<file path="src/logic/cmp_pkg.sv">
// shared widths, depths and types of the branch compare unit
package cmp_pkg;

	// operand and tag widths
	localparam int DATA_W = 32;
	localparam int TAG_W  = 8;

	// lane count and queue depths, all powers of two so pointers wrap on their own
	localparam int NUM_LANES   = 4;
	localparam int REQ_DEPTH   = 8;
	localparam int LANE_DEPTH  = 2;
	localparam int RSP_CREDITS = 4;

	// derived pointer and counter widths
	localparam int REQ_PTR_W   = $clog2(REQ_DEPTH);
	localparam int REQ_CNT_W   = $clog2(REQ_DEPTH + 1);
	localparam int LANE_PTR_W  = $clog2(NUM_LANES);
	localparam int LANE_QPTR_W = $clog2(LANE_DEPTH);
	// lane credits and lane queue fill both range over 0..LANE_DEPTH
	localparam int LANE_CNT_W  = $clog2(LANE_DEPTH + 1);
	localparam int RSP_CRD_W   = $clog2(RSP_CREDITS + 1);

	// branch funct3 codes, bit 1 clear means signed compare
	typedef enum logic [2:0] {
		BEQ  = 3'b000,
		BNE  = 3'b001,
		BLT  = 3'b100,
		BGE  = 3'b101,
		BLTU = 3'b110,
		BGEU = 3'b111
	} branch_cond_e;

	// exactly one flag is set
	typedef struct packed {
		logic greater;
		logic equal;
		logic less;
	} cmp_flags_t;

	typedef struct packed {
		logic [DATA_W-1:0] a;
		logic [DATA_W-1:0] b;
		branch_cond_e      cond;
		logic [TAG_W-1:0]  tag;
	} cmp_req_t;

	typedef struct packed {
		cmp_flags_t       flags;
		logic             taken;
		logic [TAG_W-1:0] tag;
	} cmp_rsp_t;

endpackage

</file>
<file path="src/logic/cmp_lane_if.sv">
`timescale 1ns/1ps

// valid and payload channel with a credit pulse flowing back
// a source raises valid only while it holds a credit
// every valid cycle spends one credit, every credit pulse returns one
interface cmp_lane_if #(
	parameter type payload_t = logic
) ();

	// forward direction
	logic     valid;
	payload_t payload;

	// backward direction, one cycle per freed slot
	logic     credit;

	// sending side
	modport src (
		output valid,
		output payload,
		input  credit
	);

	// receiving side
	modport dst (
		input  valid,
		input  payload,
		output credit
	);

endinterface

</file>
<file path="src/logic/branch_compare_lane.sv">
`timescale 1ns/1ps

// single stage compare lane
// registers one request, compares the operands and resolves the branch condition
module branch_compare_lane (
	input  logic   clk,
	input  logic   arst_n,
	cmp_lane_if.dst issue,
	cmp_lane_if.src result
);

	// registered request
	logic              req_vld_q;
	cmp_pkg::cmp_req_t req_q;

	// compare outputs
	logic                is_signed;
	cmp_pkg::cmp_flags_t flags;
	logic                taken;

	always_ff @(posedge clk or negedge arst_n) begin
		if (!arst_n) begin
			req_vld_q <= 1'b0;
		end else begin
			req_vld_q <= issue.valid;
		end
	end

	// payload only loads on a valid issue
	always_ff @(posedge clk) begin
		if (issue.valid) begin
			req_q <= issue.payload;
		end
	end

	// bit 1 of funct3 selects unsigned
	assign is_signed = ~req_q.cond[1];

	magnitude_comparator u_cmp (
		.a        (req_q.a),
		.b        (req_q.b),
		.is_signed(is_signed),
		.flags    (flags)
	);

	// branch decision
	always_comb begin
		case (req_q.cond)
			cmp_pkg::BEQ:  taken = flags.equal;
			cmp_pkg::BNE:  taken = ~flags.equal;
			cmp_pkg::BLT,
			cmp_pkg::BLTU: taken = flags.less;
			cmp_pkg::BGE,
			cmp_pkg::BGEU: taken = ~flags.less;
			default:       taken = 1'b0;
		endcase
	end

	assign result.valid         = req_vld_q;
	assign result.payload.flags = flags;
	assign result.payload.taken = taken;
	assign result.payload.tag   = req_q.tag;

	// the stage never stalls, so a freed collector slot also frees this lane
	assign issue.credit = result.credit;

endmodule

</file>
<file path="src/logic/compare_collector.sv">
`timescale 1ns/1ps

// per-lane response queues, drained in the same lane order the dispatcher used
module compare_collector (
	input  logic              clk,
	input  logic              arst_n,
	cmp_lane_if.dst           result [cmp_pkg::NUM_LANES],
	output logic              rsp_valid,
	output cmp_pkg::cmp_rsp_t rsp,
	input  logic              rsp_credit
);

	// queue storage, one small queue per lane
	cmp_pkg::cmp_rsp_t               lane_mem [cmp_pkg::NUM_LANES][cmp_pkg::LANE_DEPTH];
	logic [cmp_pkg::LANE_QPTR_W-1:0] lane_wr_ptr [cmp_pkg::NUM_LANES];
	logic [cmp_pkg::LANE_QPTR_W-1:0] lane_rd_ptr [cmp_pkg::NUM_LANES];
	logic [cmp_pkg::LANE_CNT_W-1:0]  lane_cnt [cmp_pkg::NUM_LANES];

	// lane side, gathered out of the interface array
	logic [cmp_pkg::NUM_LANES-1:0]   lane_push;
	logic [cmp_pkg::NUM_LANES-1:0]   lane_pop;
	cmp_pkg::cmp_rsp_t               lane_data [cmp_pkg::NUM_LANES];

	// read side
	logic [cmp_pkg::LANE_PTR_W-1:0]  rd_lane;
	logic [cmp_pkg::RSP_CRD_W-1:0]   rsp_crd;
	logic                            send;

	// the next response in request order sits at the head of the pointed lane
	assign send      = (lane_cnt[rd_lane] != '0) && (rsp_crd != '0);
	assign rsp_valid = send;
	assign rsp       = lane_mem[rd_lane][lane_rd_ptr[rd_lane]];

	for (genvar i = 0; i < cmp_pkg::NUM_LANES; i++) begin : g_lane
		assign lane_push[i]     = result[i].valid;
		assign lane_data[i]     = result[i].payload;
		assign lane_pop[i]      = send && (rd_lane == cmp_pkg::LANE_PTR_W'(i));
		// slot freed in the cycle the entry leaves
		assign result[i].credit = lane_pop[i];
	end

	// lanes only send with a credit, so a push always has room
	always_ff @(posedge clk) begin
		for (int i = 0; i < cmp_pkg::NUM_LANES; i++) begin
			if (lane_push[i]) begin
				lane_mem[i][lane_wr_ptr[i]] <= lane_data[i];
			end
		end
	end

	always_ff @(posedge clk or negedge arst_n) begin
		if (!arst_n) begin
			rd_lane <= '0;
			rsp_crd <= cmp_pkg::RSP_CRD_W'(cmp_pkg::RSP_CREDITS);
			for (int i = 0; i < cmp_pkg::NUM_LANES; i++) begin
				lane_wr_ptr[i] <= '0;
				lane_rd_ptr[i] <= '0;
				lane_cnt[i]    <= '0;
			end
		end else begin
			if (send) begin
				rd_lane <= rd_lane + cmp_pkg::LANE_PTR_W'(1);
			end
			// downstream credits, one back per freed consumer slot
			case ({rsp_credit, send})
				2'b10:   rsp_crd <= rsp_crd + cmp_pkg::RSP_CRD_W'(1);
				2'b01:   rsp_crd <= rsp_crd - cmp_pkg::RSP_CRD_W'(1);
				default: rsp_crd <= rsp_crd;
			endcase
			for (int i = 0; i < cmp_pkg::NUM_LANES; i++) begin
				if (lane_push[i]) begin
					lane_wr_ptr[i] <= lane_wr_ptr[i] + cmp_pkg::LANE_QPTR_W'(1);
				end
				if (lane_pop[i]) begin
					lane_rd_ptr[i] <= lane_rd_ptr[i] + cmp_pkg::LANE_QPTR_W'(1);
				end
				case ({lane_push[i], lane_pop[i]})
					2'b10:   lane_cnt[i] <= lane_cnt[i] + cmp_pkg::LANE_CNT_W'(1);
					2'b01:   lane_cnt[i] <= lane_cnt[i] - cmp_pkg::LANE_CNT_W'(1);
					default: lane_cnt[i] <= lane_cnt[i];
				endcase
			end
		end
	end

endmodule

</file>
<file path="src/logic/compare_dispatcher.sv">
`timescale 1ns/1ps

// request queue in front of the lanes
// entries leave in order, one lane after the other, so the collector can
// rebuild request order by walking the lanes the same way
module compare_dispatcher (
	input  logic              clk,
	input  logic              arst_n,
	input  logic              req_valid,
	input  cmp_pkg::cmp_req_t req,
	output logic              req_credit,
	cmp_lane_if.src           issue [cmp_pkg::NUM_LANES]
);

	// queue storage
	cmp_pkg::cmp_req_t              queue_mem [cmp_pkg::REQ_DEPTH];
	logic [cmp_pkg::REQ_PTR_W-1:0]  wr_ptr;
	logic [cmp_pkg::REQ_PTR_W-1:0]  rd_ptr;
	logic [cmp_pkg::REQ_CNT_W-1:0]  count;

	// round-robin lane pointer and credits held per lane
	logic [cmp_pkg::LANE_PTR_W-1:0] lane_ptr;
	logic [cmp_pkg::LANE_CNT_W-1:0] lane_crd [cmp_pkg::NUM_LANES];
	logic [cmp_pkg::NUM_LANES-1:0]  lane_spend;
	logic [cmp_pkg::NUM_LANES-1:0]  lane_ret;
	logic                           issue_fire;

	// head leaves when the pointed lane can take it
	assign issue_fire = (count != '0) && (lane_crd[lane_ptr] != '0);

	// slot freed in the same cycle the entry issues
	assign req_credit = issue_fire;

	for (genvar i = 0; i < cmp_pkg::NUM_LANES; i++) begin : g_lane
		assign lane_spend[i]    = issue_fire && (lane_ptr == cmp_pkg::LANE_PTR_W'(i));
		assign issue[i].valid   = lane_spend[i];
		assign issue[i].payload = queue_mem[rd_ptr];
		assign lane_ret[i]      = issue[i].credit;
	end

	// core only sends while it holds a credit, so a push always has room
	always_ff @(posedge clk) begin
		if (req_valid) begin
			queue_mem[wr_ptr] <= req;
		end
	end

	always_ff @(posedge clk or negedge arst_n) begin
		if (!arst_n) begin
			wr_ptr   <= '0;
			rd_ptr   <= '0;
			count    <= '0;
			lane_ptr <= '0;
			for (int i = 0; i < cmp_pkg::NUM_LANES; i++) begin
				lane_crd[i] <= cmp_pkg::LANE_CNT_W'(cmp_pkg::LANE_DEPTH);
			end
		end else begin
			if (req_valid) begin
				wr_ptr <= wr_ptr + cmp_pkg::REQ_PTR_W'(1);
			end
			if (issue_fire) begin
				rd_ptr   <= rd_ptr + cmp_pkg::REQ_PTR_W'(1);
				lane_ptr <= lane_ptr + cmp_pkg::LANE_PTR_W'(1);
			end
			case ({req_valid, issue_fire})
				2'b10:   count <= count + cmp_pkg::REQ_CNT_W'(1);
				2'b01:   count <= count - cmp_pkg::REQ_CNT_W'(1);
				default: count <= count;
			endcase
			// credit back from the lane, credit spent on issue
			for (int i = 0; i < cmp_pkg::NUM_LANES; i++) begin
				case ({lane_ret[i], lane_spend[i]})
					2'b10:   lane_crd[i] <= lane_crd[i] + cmp_pkg::LANE_CNT_W'(1);
					2'b01:   lane_crd[i] <= lane_crd[i] - cmp_pkg::LANE_CNT_W'(1);
					default: lane_crd[i] <= lane_crd[i];
				endcase
			end
		end
	end

endmodule

</file>
<file path="src/logic/compare_unit.sv">
`timescale 1ns/1ps

// branch compare unit
// dispatcher -> NUM_LANES compare lanes -> collector, credit flow control throughout
module compare_unit (
	input  logic                        clk,
	input  logic                        arst_n,

	// request side, core starts with REQ_DEPTH credits
	input  logic                        req_valid,
	input  logic [cmp_pkg::DATA_W-1:0]  req_a,
	input  logic [cmp_pkg::DATA_W-1:0]  req_b,
	input  cmp_pkg::branch_cond_e       req_cond,
	input  logic [cmp_pkg::TAG_W-1:0]   req_tag,
	output logic                        req_credit,

	// response side, consumer pulses rsp_credit per freed slot
	output logic                        rsp_valid,
	output cmp_pkg::cmp_flags_t         rsp_flags,
	output logic                        rsp_taken,
	output logic [cmp_pkg::TAG_W-1:0]   rsp_tag,
	input  logic                        rsp_credit
);

	cmp_pkg::cmp_req_t req;
	cmp_pkg::cmp_rsp_t rsp;

	// dispatcher to lanes, lanes to collector
	cmp_lane_if #(.payload_t(cmp_pkg::cmp_req_t)) issue  [cmp_pkg::NUM_LANES] ();
	cmp_lane_if #(.payload_t(cmp_pkg::cmp_rsp_t)) result [cmp_pkg::NUM_LANES] ();

	// pack request ports
	assign req.a    = req_a;
	assign req.b    = req_b;
	assign req.cond = req_cond;
	assign req.tag  = req_tag;

	compare_dispatcher u_dispatcher (
		.clk       (clk),
		.arst_n    (arst_n),
		.req_valid (req_valid),
		.req       (req),
		.req_credit(req_credit),
		.issue     (issue)
	);

	for (genvar i = 0; i < cmp_pkg::NUM_LANES; i++) begin : g_lane
		branch_compare_lane u_lane (
			.clk   (clk),
			.arst_n(arst_n),
			.issue (issue[i]),
			.result(result[i])
		);
	end

	compare_collector u_collector (
		.clk       (clk),
		.arst_n    (arst_n),
		.result    (result),
		.rsp_valid (rsp_valid),
		.rsp       (rsp),
		.rsp_credit(rsp_credit)
	);

	// unpack response
	assign rsp_flags = rsp.flags;
	assign rsp_taken = rsp.taken;
	assign rsp_tag   = rsp.tag;

endmodule

</file>
<file path="src/logic/magnitude_comparator.sv">
`timescale 1ns/1ps

// combinational 32-bit compare, signed or unsigned
// negative operands go to magnitude first, then a group tree compares magnitudes
// and the two sign bits fix up the answer
module magnitude_comparator (
	input  logic [cmp_pkg::DATA_W-1:0] a,
	input  logic [cmp_pkg::DATA_W-1:0] b,
	input  logic                       is_signed,
	output cmp_pkg::cmp_flags_t        flags
);

	// magnitudes of a and b
	logic [cmp_pkg::DATA_W-1:0] mag_a;
	logic [cmp_pkg::DATA_W-1:0] mag_b;

	// first stage, one greater and one smaller bit per 4-bit group
	logic [7:0] g1;
	logic [7:0] s1;

	// second stage, one pair per four groups
	logic [1:0] g2;
	logic [1:0] s2;

	// magnitude result and sign corrected result
	logic g;
	logic s;
	logic gt;
	logic lt;

	// sign bits, used by the fix up table
	logic sign_a;
	logic sign_b;

	// greater/smaller of two 4-bit vectors
	// bit 1 of the return is greater, bit 0 is smaller
	function automatic logic [1:0] group_cmp(input logic [3:0] x, input logic [3:0] y);
		logic [1:0] gs;
		gs = 2'b00;
		// walk upward so the highest differing bit has the last word
		for (int k = 0; k < 4; k++) begin
			if (x[k] && !y[k]) begin
				gs = 2'b10;
			end else if (!x[k] && y[k]) begin
				gs = 2'b01;
			end
		end
		return gs;
	endfunction

	assign sign_a = a[cmp_pkg::DATA_W-1];
	assign sign_b = b[cmp_pkg::DATA_W-1];

	// two's complement of negative values in signed mode
	// 80000000 stays 80000000, which is still the right magnitude when read unsigned
	assign mag_a = (is_signed && sign_a) ? (~a + cmp_pkg::DATA_W'(1)) : a;
	assign mag_b = (is_signed && sign_b) ? (~b + cmp_pkg::DATA_W'(1)) : b;

	always_comb begin
		// eight nibble compares
		for (int i = 0; i < 8; i++) begin
			{g1[i], s1[i]} = group_cmp(mag_a[4*i +: 4], mag_b[4*i +: 4]);
		end
		// g1 and s1 never share a set bit, so comparing them as numbers
		// picks the highest group that differs
		for (int j = 0; j < 2; j++) begin
			{g2[j], s2[j]} = group_cmp(g1[4*j +: 4], s1[4*j +: 4]);
		end
		// last stage only has two groups, upper bits padded
		{g, s} = group_cmp({2'b00, g2}, {2'b00, s2});
	end

	// sign fix up
	always_comb begin
		case ({is_signed, sign_a, sign_b})
			3'b101: begin
				// a positive, b negative
				gt = 1'b1;
				lt = 1'b0;
			end
			3'b110: begin
				// a negative, b positive
				gt = 1'b0;
				lt = 1'b1;
			end
			3'b111: begin
				// both negative, the larger magnitude is the smaller value
				// equal magnitudes stay equal
				gt = s;
				lt = g;
			end
			default: begin
				// unsigned, or both positive
				gt = g;
				lt = s;
			end
		endcase
	end

	assign flags.greater = gt;
	assign flags.less    = lt;
	assign flags.equal   = ~gt & ~lt;

endmodule

</file>
<file path="config.mk">
export PLATFORM = sky130hd
export DESIGN_NAME = compare_unit
export DESIGN_NICKNAME = d
export VERILOG_FILES = /design/src/logic/cmp_pkg.sv /design/src/logic/cmp_lane_if.sv /design/src/logic/branch_compare_lane.sv /design/src/logic/compare_collector.sv /design/src/logic/compare_dispatcher.sv /design/src/logic/compare_unit.sv /design/src/logic/magnitude_comparator.sv
export SDC_FILE = /design/constraint.sdc
export NUM_CORES = 1
export LEC_CHECK = 0
export ABC_CLOCK_PERIOD_IN_PS = 8800
export BUFFER_PORTS_ARGS = -buffer_cell sky130_fd_sc_hd__buf_2
export CAP_MARGIN = 20
export CORE_MARGIN = 4
export CORE_UTILIZATION = 30
export CTS_BUF_LIST = sky130_fd_sc_hd__clkbuf_2 sky130_fd_sc_hd__clkbuf_4 sky130_fd_sc_hd__clkbuf_8
export CTS_CLUSTER_SIZE = 20
export DETAILED_ROUTE_END_ITERATION = 10
export SLEW_MARGIN = 20
export SYNTH_ARGS = -nofsm -noshare
export SYNTH_HDL_FRONTEND = slang
export SYNTH_SLANG_ARGS = --single-unit
export TNS_END_PERCENT = 1
</file>
<file path="constraint.sdc">
create_clock -name clk -period 8.8 [get_ports clk]
set_clock_uncertainty 0.15 [all_clocks]
set_input_delay 0.44 -clock clk [delete_from_list [all_inputs] [get_ports clk]]
set_output_delay 0.44 -clock clk [all_outputs]
set_load 0.05 [all_outputs]
</file>
[After elaboration in Yosys (flattened, before gate mapping)]
Memory sizes are Yosys's and may differ from the RTL's.
Index checks and enable logic that the tools add are counted.
Storage, ports and cells
  memory bits (read-only): 0
  flip-flop bits (word level): 345
  memories: 2
  input bits: 79
  output and inout bits: 14
  bits in latches: 0
  memory bits (writable): 696
Memories
  u_dispatcher.queue_mem: words 8, width 75, read ports 1, clocked after memory_dff 0, write ports 1, line compare_dispatcher.sv:16  | cmp_pkg::cmp_req_t queue_mem [cmp_pkg::REQ_DEPTH];
  u_collector.lane_mem: words 4, width 24, read ports 1, clocked after memory_dff 0, write ports 4, line compare_collector.sv:14  | cmp_pkg::cmp_rsp_t lane_mem [cmp_pkg::NUM_LANES][cmp_pkg::LANE_DEPTH];
Cells by class
  divide/modulo/power cells: 0
  shift-type cells: 0
  reductions and logical operators: 722
  bitwise gates (word level): 35
  $lt $le $gt $ge: 11
  $mul: 0
  mux-type cells: 396
  add/sub/neg operators: 40
  equal/unequal tests: 58
Operators with widths (number)
  two-way mux 2 bit: 296
  logical AND 1 bit: 358
  zero test 1 bit: 336
  adder 32 x 1 -> 32 bit, second input constant: 8
  two-way mux 32 bit: 8
  NOT 32 bit: 8
  two-way mux 24 bit: 4
  equality test 3 bit, second input constant: 28
  two-way mux 12 bit: 7
  two-way mux 1 bit: 52
  demux 12 bit (select 1 bit): 4
  one-hot mux 2 bit (2 select lines): 8
  equality test 2 bit, second input constant: 14
  equality test 2 x 1 -> 1 bit, second input constant: 12
  one-hot mux 1 bit (3 select lines): 8
  nonzero test 2 bit: 12
  adder 2 x 1 -> 2 bit, second input constant: 10
  NOT 1 bit: 16
  one-hot mux 1 bit (4 select lines): 4
  OR reduction 2 bit: 8
  subtractor 2 x 1 -> 2 bit, second input constant: 8
  equality test 3 x 1 -> 1 bit, second input constant: 4
  zero test 3 bit: 4
  greater-or-equal comparator 2 bit, second input constant: 5
  17 further kinds: 40

[Longest topological paths before layout]
Gate-level depths: netlist of the first run.
  depth after elaboration: 34
  mapped depth: 16
  mapped depth without buffers: 14

[Modules after synthesis]
From an unflattened synthesis of the first run, not the netlist that was laid out.
Second synthesis, totals
  cell total of the unflattened synthesis: 3183
  area total of the unflattened synthesis: 49592.6 sq um
By module, submodules not included
  compare_dispatcher: sequential area each 18522.8 sq um, times used 1, area each 25361.8 sq um, cells an instance 1202
  branch_compare_lane: sequential area each 2277.2 sq um, times used 4, area each 2386.0 sq um, cells an instance 91
  magnitude_comparator (g_lane[2].u_lane.u_cmp ...): sequential area each 0.0 sq um, times used 2, area each 2486.1 sq um, cells an instance 341
  magnitude_comparator (g_lane[0].u_lane.u_cmp ...): sequential area each 0.0 sq um, times used 2, area each 2462.4 sq um, cells an instance 349
  compare_collector: sequential area each 3409.5 sq um, times used 1, area each 4789.6 sq um, cells an instance 237

[Worst setup path after synthesis of the first run]
Ideal clock, no wire load.
  path type: register to register
  start point: register u_dispatcher.wr_ptr[1] in the netlist's numbering
  end point: memory u_dispatcher.queue_mem[0][0] in the netlist's numbering, enable pin
  path slack: 2388 ps
  arrival time: 5662 ps
  stages on the path, launching flop included: 3
  buffers on the path: 0
  data required time: 8050 ps
  library setup time: 600 ps
  cells stage by stage: dfrtp_1 nand2b_1 nor3_1
RTL lines
  from (decl): line compare_dispatcher.sv:17  | logic [cmp_pkg::REQ_PTR_W-1:0] wr_ptr;
  from (signal assigned): line compare_dispatcher.sv:59  | wr_ptr <= wr_ptr + cmp_pkg::REQ_PTR_W'(1);
  to (decl): line compare_dispatcher.sv:16
Straight into the memory's write port.

==> flow_summary_export.csv, run 1 <==
group,metric,value,unit
job,cap_violations,0,
die,coreArea,156200,um^2
global_routing,grt_pass1_wl,177.8,mm
finish,finalNetCount,3397,
drt,viasPerCell,5.140,
synthesis,synth_cell_types,103,
timing,period_share,54.49,%
finish,fin_cells,5482,
pwr,leakagePower,17.00,nW
synthesis,synth_top_area_share,63.41,%
worst_setup_path,worstSetupStartpointType,"register",
drt,drt_iter0_drc,2631,
synthesis,synth_edf_count,996,
clock_tree,cts.sinks,1041,
drt,vias,28180,
timing,finalMaxSlewViolations,0,
synthesis,synthArstFlopShare,4.323,%
pwr,finalPower,10.77,mW
clock_tree,ctsLongestPathBuffers,3,
finish,seq_area,31050,um^2
timing,fmax,0.2085,GHz
run_status,status,"finished, final reports clean",
worst_setup_path,crit_required,9.26,ns
synthesis,syn-instance-count,3014,
worst_setup_path,crit_arrival,5.25,ns
clock_tree,postCtsSetupRepairBufs,0,
global_routing,antenna_found_initial,29,
synthesis,yosysMostFrequentCell,"edfxtp_1",
finish,final_area,54240,um^2
die,dieArea,163600,um^2
clock_tree,clk_latency,0.87,ns
clock_tree,cts_buffers,161,
timing,fin_setup_tns,0,ns
placed_design,finalWeightedCongestion,0.8655,
timing,finalHoldViolations,0,
worst_setup_path,r2r_start,"g_lane[1].u_lane.req_q[43]$_DFFE_PP_",
clock_tree,ctsResizeCount,0,
die,die_h,404.5,um
die,pin_count,93,
placed_design,dp_hpwl,78.41,mm
clock_tree,clk_pin_slew,0.06,ns
worst_setup_path,r2r_cells,13,
hold_path,worstHoldEndpoint,"u_dispatcher.queue_mem[1][51]$_DFFE_PP_",
drt,wl,120.4,mm
clock_tree,htreeDepth,4,
placed_design,dp_slack,4.084,ns
die,start_util,30.20,%
timing,setup_violations,0,
synthesis,syn_area_per_cell,15.65,um^2
synthesis,synthTopCellsByArea,"edfxtp_1 63%, mux4_2 8.4%, xnor2_1 2.7%",
global_routing,grt.total_usage,14.50,%
clock_tree,cts_tree,"done",
drt,drc,0,
finish,drive_above_1_share,21.32,%
placed_design,portBuffers,92,
pwr,ir_worst_vdd,153.3,uV
pwr,powerDensity,198.5,nW/um^2
finish,multi_input_area,15550,um^2
finish,post-route-util,34.72,%
placed_design,placed_cells,5102,
synthesis,synth_flop_cell,"edfxtp_1",
drt,ant_nets,0,
worst_setup_path,worst-setup-path-type,"reg -> reg",
hold_path,holdPathStages,2,
synthesis,synth_largest_area_cell,"edfxtp_1",
synthesis,ys_ff_latch,1041,
timing,holdWs,0.2291,ns
placed_design,placed_area,50240,um^2
global_routing,overflow,0,
drt,routedWlPerCell,21.96,um
synthesis,syn_nets,3125,
finish,fill_cells,14790,
timing,slew_headroom,27.35,%
synthesis,synth_area,47170,um^2
finish,syn_to_final_growth,14.99,%
synthesis,synth_common_cells,"996 x edfxtp_1, 175 x mux4_2, 151 x nor2_1",
hold_path,hp-class,"in -> reg",
synthesis,synth_seq_area_share,65.81,%
timing,min_period,4.795,ns
timing,finalWorstSetupSlack,4.005,ns
global_routing,grt_pass1_vias,28150,
worst_setup_path,critPathCaptureType,"register",
global_routing,grt_max_degree,109,
die,rows,145,
hold_path,hp-start,"req_a[8]",
drt,dr.pass1.iters,7,
timing,rsz0062_at_grt,"false",
worst_setup_path,reg2reg_slack,4.00,ns
worst_setup_path,r2r-end,"u_collector.lane_mem[1][20]$_DFFE_PP_",
clock_tree,hold_buffers,79,
clock_tree,root_buffer,"clkbuf_8",
synthesis,yosys_warnings,0,
die,die_x,404.5,um
timing,tightest_slew,1.090,ns
worst_setup_path,critPathMaxFanout,8,
-- cell usage in the layout, fill, tap and decap left out, types with 27 or more instances in the layout --
master	instances
mux2_2	80
inv_1	67
clkinv_1	38
clkbuf_8	164
clkbuf_4	45
o31ai_1	42
xor2_1	98
nand2_1	134
a21oi_1	74
o211ai_1	30
buf_4	42
nor2_1	143
nand3_1	31
xnor2_1	147
a31oi_1	59
mux4_2	175
o21ai_0	71
edfxtp_1	996
and2_1	27
dlygate4sd3_1	79
buf_2	92
dfrtp_1	36
nor3_1	89
a211oi_1	36
ha_1	30
maj3_1	44
nor4_1	45
-- state kept, by name, indices dropped and copies added, names as in the netlist --
register	count
u_dispatcher.queue_mem	600
g_lane.u_lane.req_q	268
u_collector.lane_mem	96
g_lane.u_lane.result.payload	32
u_collector.lane_cnt	8
u_dispatcher.lane_crd	8
g_lane.u_lane.result.valid	4
u_collector.lane_rd_ptr	4
u_collector.lane_wr_ptr	4
u_dispatcher.count	4
u_collector.rsp_crd	3
u_dispatcher.rd_ptr	3
u_dispatcher.wr_ptr	3
u_collector.rd_lane	2
u_dispatcher.lane_ptr	2
-- logic make-up (layout without fill, tap and decap cells) --
family	Yosys count	after routing	synth area share (%)
mux	265	265	10.48
simple gates	682	682	7.708
compound gates	529	529	8.162
buf+inv	173	573	1.398
other cells	0	10	0
flops	1041	1041	65.81
fa+ha+maj	78	78	1.862
xor+xnor	246	246	4.584
-- layout make-up --
class / count / area share, %
timing repair buffer: 215 / 2.962
clock buffer: 209 / 4.784
clock inverter: 82 / 1.068
tap: 2058 / 4.747
antenna: 10 / 0.04614
inverter: 67 / 0.4637
sequential: 1041 / 57.25
multi-input combinational: 1800 / 28.68
-- layer usage --
metal  GRT usage, %  vias up  wire (um)
met4          7.236       10       5327
met5              0        -         69
met1          17.88    14310      48200
li1               -    12760          -
met2          24.25      871      59720
met3          2.931      238       7081
-- report_power, final --
group	total [mW]	switching [mW]	internal (mW)
registers	6.00	0.0959	5.90
logic	0.782	0.570	0.213
clock network	3.98	1.91	2.08
total	10.8	2.57	8.20
-- worst max-delay path: stages (launching register included) --
cell and delay (ns):
edfxtp_1 0.41, inv_1 0.10, ha_1 0.20, nor4b_2 0.65, nand4_1 0.42, o311a_1 0.47
a211oi_1 0.45, a21oi_1 0.09, maj3_1 0.44, o31ai_2 0.44, a22oi_1 0.16, o221a_2 0.34
xnor2_1 0.14, o2bb2ai_1 0.10
-- worst max path at each step --
stage               cells after the start                                endpoint                                  from
floorplan                               2  u_dispatcher.queue_mem[0][0]$_DFFE_PP_    u_dispatcher.wr_ptr[1]$_DFFE_PN0P_
global placement                       13   u_collector.lane_mem[1][20]$_DFFE_PP_  g_lane[1].u_lane.req_q[43]$_DFFE_PP_
detailed placement                     13   u_collector.lane_mem[1][20]$_DFFE_PP_  g_lane[1].u_lane.req_q[43]$_DFFE_PP_
CTS                                    13   u_collector.lane_mem[1][20]$_DFFE_PP_  g_lane[1].u_lane.req_q[43]$_DFFE_PP_
global route                           13   u_collector.lane_mem[1][20]$_DFFE_PP_  g_lane[1].u_lane.req_q[43]$_DFFE_PP_
finish                                 13   u_collector.lane_mem[1][20]$_DFFE_PP_  g_lane[1].u_lane.req_q[43]$_DFFE_PP_
(Power assumes the default switching activity.)
==> inputs of run 2 (changes only) <==
Settings changed: ABC_CLOCK_PERIOD_IN_PS 8800 to 4500.
Clock period 8.8 ns to 4.5 ns, I/O delays scaled along.
==> run 2 against run 1 <==
Effect of this change: sequential share of layout area shrank 2.0 points; clock-buffer cell count grew 13; largest cell class unchanged; flip-flop and latch count is the same; non-clock buffer count grew 177; worst setup slack lost 3.8 ns; global-route usage grew 0.21 points; final area grew 3.6%; core utilization grew 1.2 points; wire length grew 0.43%; critical path depth shrank 1.
==> flow_summary_export.csv, run 2 (synthesized netlist as in run 1, its figures left out) <==
group,metric,value,unit
run_status,status,"finished, final reports clean",
placed_design,portBuffers,92,
worst_setup_path,worst-setup-path-type,"reg -> reg",
clock_tree,clk_latency,0.90,ns
drt,wl_met1,50.62,mm
worst_setup_path,critical_path.top_delay_family,"compound AO/OA/AOI/OAI gates",
die,dieArea,163600,um^2
drt,wl,120.9,mm
pwr,powerDensity,384.1,nW/um^2
drt,drt_iter0_drc,2507,
die,die_x,404.5,um
timing,period_share,96.30,%
worst_setup_path,path_cells,"nor2b_1 -> mux2_2 -> maj3_1 -> a221oi_1 -> nor3_1 -> a22oi_1 -> a31oi_1 -> or2_2 -> a32oi_1 -> a2bb2oi_1 -> and2_1 -> o211ai_1",
timing,fin_setup_tns,0,ns
drt,drc,0,
finish,multi_input_area,15670,um^2
drt,routedWlPerCell,21.42,um
timing,slew_headroom,29.53,%
die,start_util,30.20,%
hold_path,hp-class,"in -> reg",
drt,met3_length,7.215,mm
timing,setup_violations,0,
drt,maxUsedRoutingLayer,"met4",
worst_setup_path,path_depth,12,
finish,largest_register_ffs,600,
job,cap_violations,0,
die,pin_count,93,
worst_setup_path,worstSetupStartpointType,"register",
placed_design,dp_hpwl,81.88,mm
finish,fill_cells,14750,
global_routing,antenna_found_initial,16,
finish,syn_to_final_growth,19.09,%
worst_setup_path,cp.buffers_inverters,0,
timing,fmax,0.2308,GHz
global_routing,grt.total_usage,14.70,%
timing,holdWs,0.08301,ns
global_routing,overflow,0,
finish,finalNetCount,3576,
drt,viasPerCell,5.084,
clock_tree,ctsLongestPathBuffers,3,
global_routing,grt_max_degree,72,
clock_tree,root_buffer,"clkbuf_8",
clock_tree,htreeDepth,4,
worst_setup_path,r2r_cells,12,
clock_tree,cts_tree,"done",
drt,wl_met2,59.16,mm
finish,final_cell_mix,"996 x edfxtp_1, 175 x mux4_2, 163 x clkbuf_8",
global_routing,grt_pass1_wl,181.4,mm
die,rows,145,
timing,min_period,4.333,ns
finish,drive_above_1_share,23.86,%
placed_design,dp_slack,0.08804,ns
finish,seq_area,31050,um^2
worst_setup_path,slowest_stage,"edfxtp_1",
finish,post-route-util,35.96,%
drt,vias,28710,
worst_setup_path,critPathMaxFanout,7,
finish,layout_commonest_cell,"edfxtp_1",
timing,tightest_slew,1.055,ns
timing,rsz0062_at_grt,"true",
timing,finalMaxSlewViolations,0,
die,die_h,404.5,um
timing,finalWorstSetupSlack,0.1666,ns
hold_path,holdPathStages,2,
worst_setup_path,critPathCaptureType,"register",
finish,largest_register,"u_dispatcher.queue_mem",
drt,ant_nets,0,
pwr,ir_worst_vdd,324.6,uV
finish,final_area,56170,um^2
worst_setup_path,critPathMaxStageDelay,0.54,ns
global_routing,grt_pass1_vias,29030,
placed_design,finalWeightedCongestion,0.9011,
worst_setup_path,crit_required,4.95,ns
placed_design,placed_area,51160,um^2
pwr,leakagePower,17.98,nW
clock_tree,cts_buffers,163,
clock_tree,cts.sinks,1041,
timing,finalHoldViolations,0,
die,coreArea,156200,um^2
clock_tree,clk_pin_slew,0.06,ns
worst_setup_path,crit_arrival,4.78,ns
drt,dr.pass1.iters,6,
## run 2: changes by cell type in the layout (fill, tap and decap cells not counted), moves of 3 or more
cell and delta:
buf_4 +92, clkinvlp_4 -3, clkbuf_4 +14, diode_2 -6
clkinv_2 -10, nor4_2 +5, buf_12 +13, dlygate4sd3_1 +72
bufinv_16 +6, clkinv_1 -14, nor4_1 -6
## run 2: worst reg2reg max path: stages, from the launching register on
cell	delay, ns
edfxtp_1	0.54
nor2b_1	0.53
mux2_2	0.43
maj3_1	0.35
a221oi_1	0.37
nor3_1	0.09
a22oi_1	0.22
a31oi_1	0.22
or2_2	0.33
a32oi_1	0.26
a2bb2oi_1	0.23
and2_1	0.21
o211ai_1	0.14
## run 2: per-layer routing
| metal | vias up | global-route usage, % |
|---|---|---|
| met4 | 0 | 5.491 |
| met3 | 206 | 2.695 |
| met5 | - | 0 |
| li1 | 13130 | - |
| met1 | 14490 | 19.08 |
| met2 | 884 | 24.58 |
## run 2: area by class of cell
type                            instances  share of cell area [%]
Antenna cell                            4                 0.01782
Clock buffer                          222                   4.782
Clock inverter                         62                   1.149
Inverter                               67                  0.4477
Multi-Input combinational cell       1800                   27.90
Sequential cell                      1041                   55.28
Tap cell                             2058                   4.584
Timing Repair Buffer                  392                   5.836
## run 2: where the power goes
| part | switching [mW] | internal (mW) |
|---|---|---|
| clock network | 3.75 | 4.49 |
| registers | 0.187 | 11.5 |
| logic | 1.09 | 0.514 |
## run 2: final timing paths
check	slack [ns]	to	startpoint
max	0.17	u_collector.lane_mem[2][20]$_DFFE_PP_	g_lane[2].u_lane.req_q[9]$_DFFE_PP_
min	0.08	u_dispatcher.queue_mem[6][74]$_DFFE_PP_	req_a[31]
max reg2reg	0.17	u_collector.lane_mem[2][20]$_DFFE_PP_	g_lane[2].u_lane.req_q[9]$_DFFE_PP_
max in group asynchronous	3.34	u_dispatcher.rd_ptr[0]$_DFFE_PN0P_	arst_n
min reg2reg	0.29	u_collector.lane_mem[0][5]$_DFFE_PP_	g_lane[0].u_lane.result.payload[5]$_DFFE_PP_
min in group asynchronous	0.35	u_collector.rsp_crd[1]$_DFFE_PN0P_	arst_n
## run 2: what timing repair did
item	4_1_cts	5_1_grt
gates resized for setup	0	24
setup buffers	0	5
endpoints found under the hold margin	658	0
setup endpoints to repair	0	12
hold buffers	151	0
## run 2: through the flow
stage                     total power [mW]  std cells
after CTS                            21.89       5637
after floorplan                      12.65       3014
final                                21.57       5646
after detailed placement             13.48       5202
after global routing                 22.43       5643
after global placement               13.42       5202
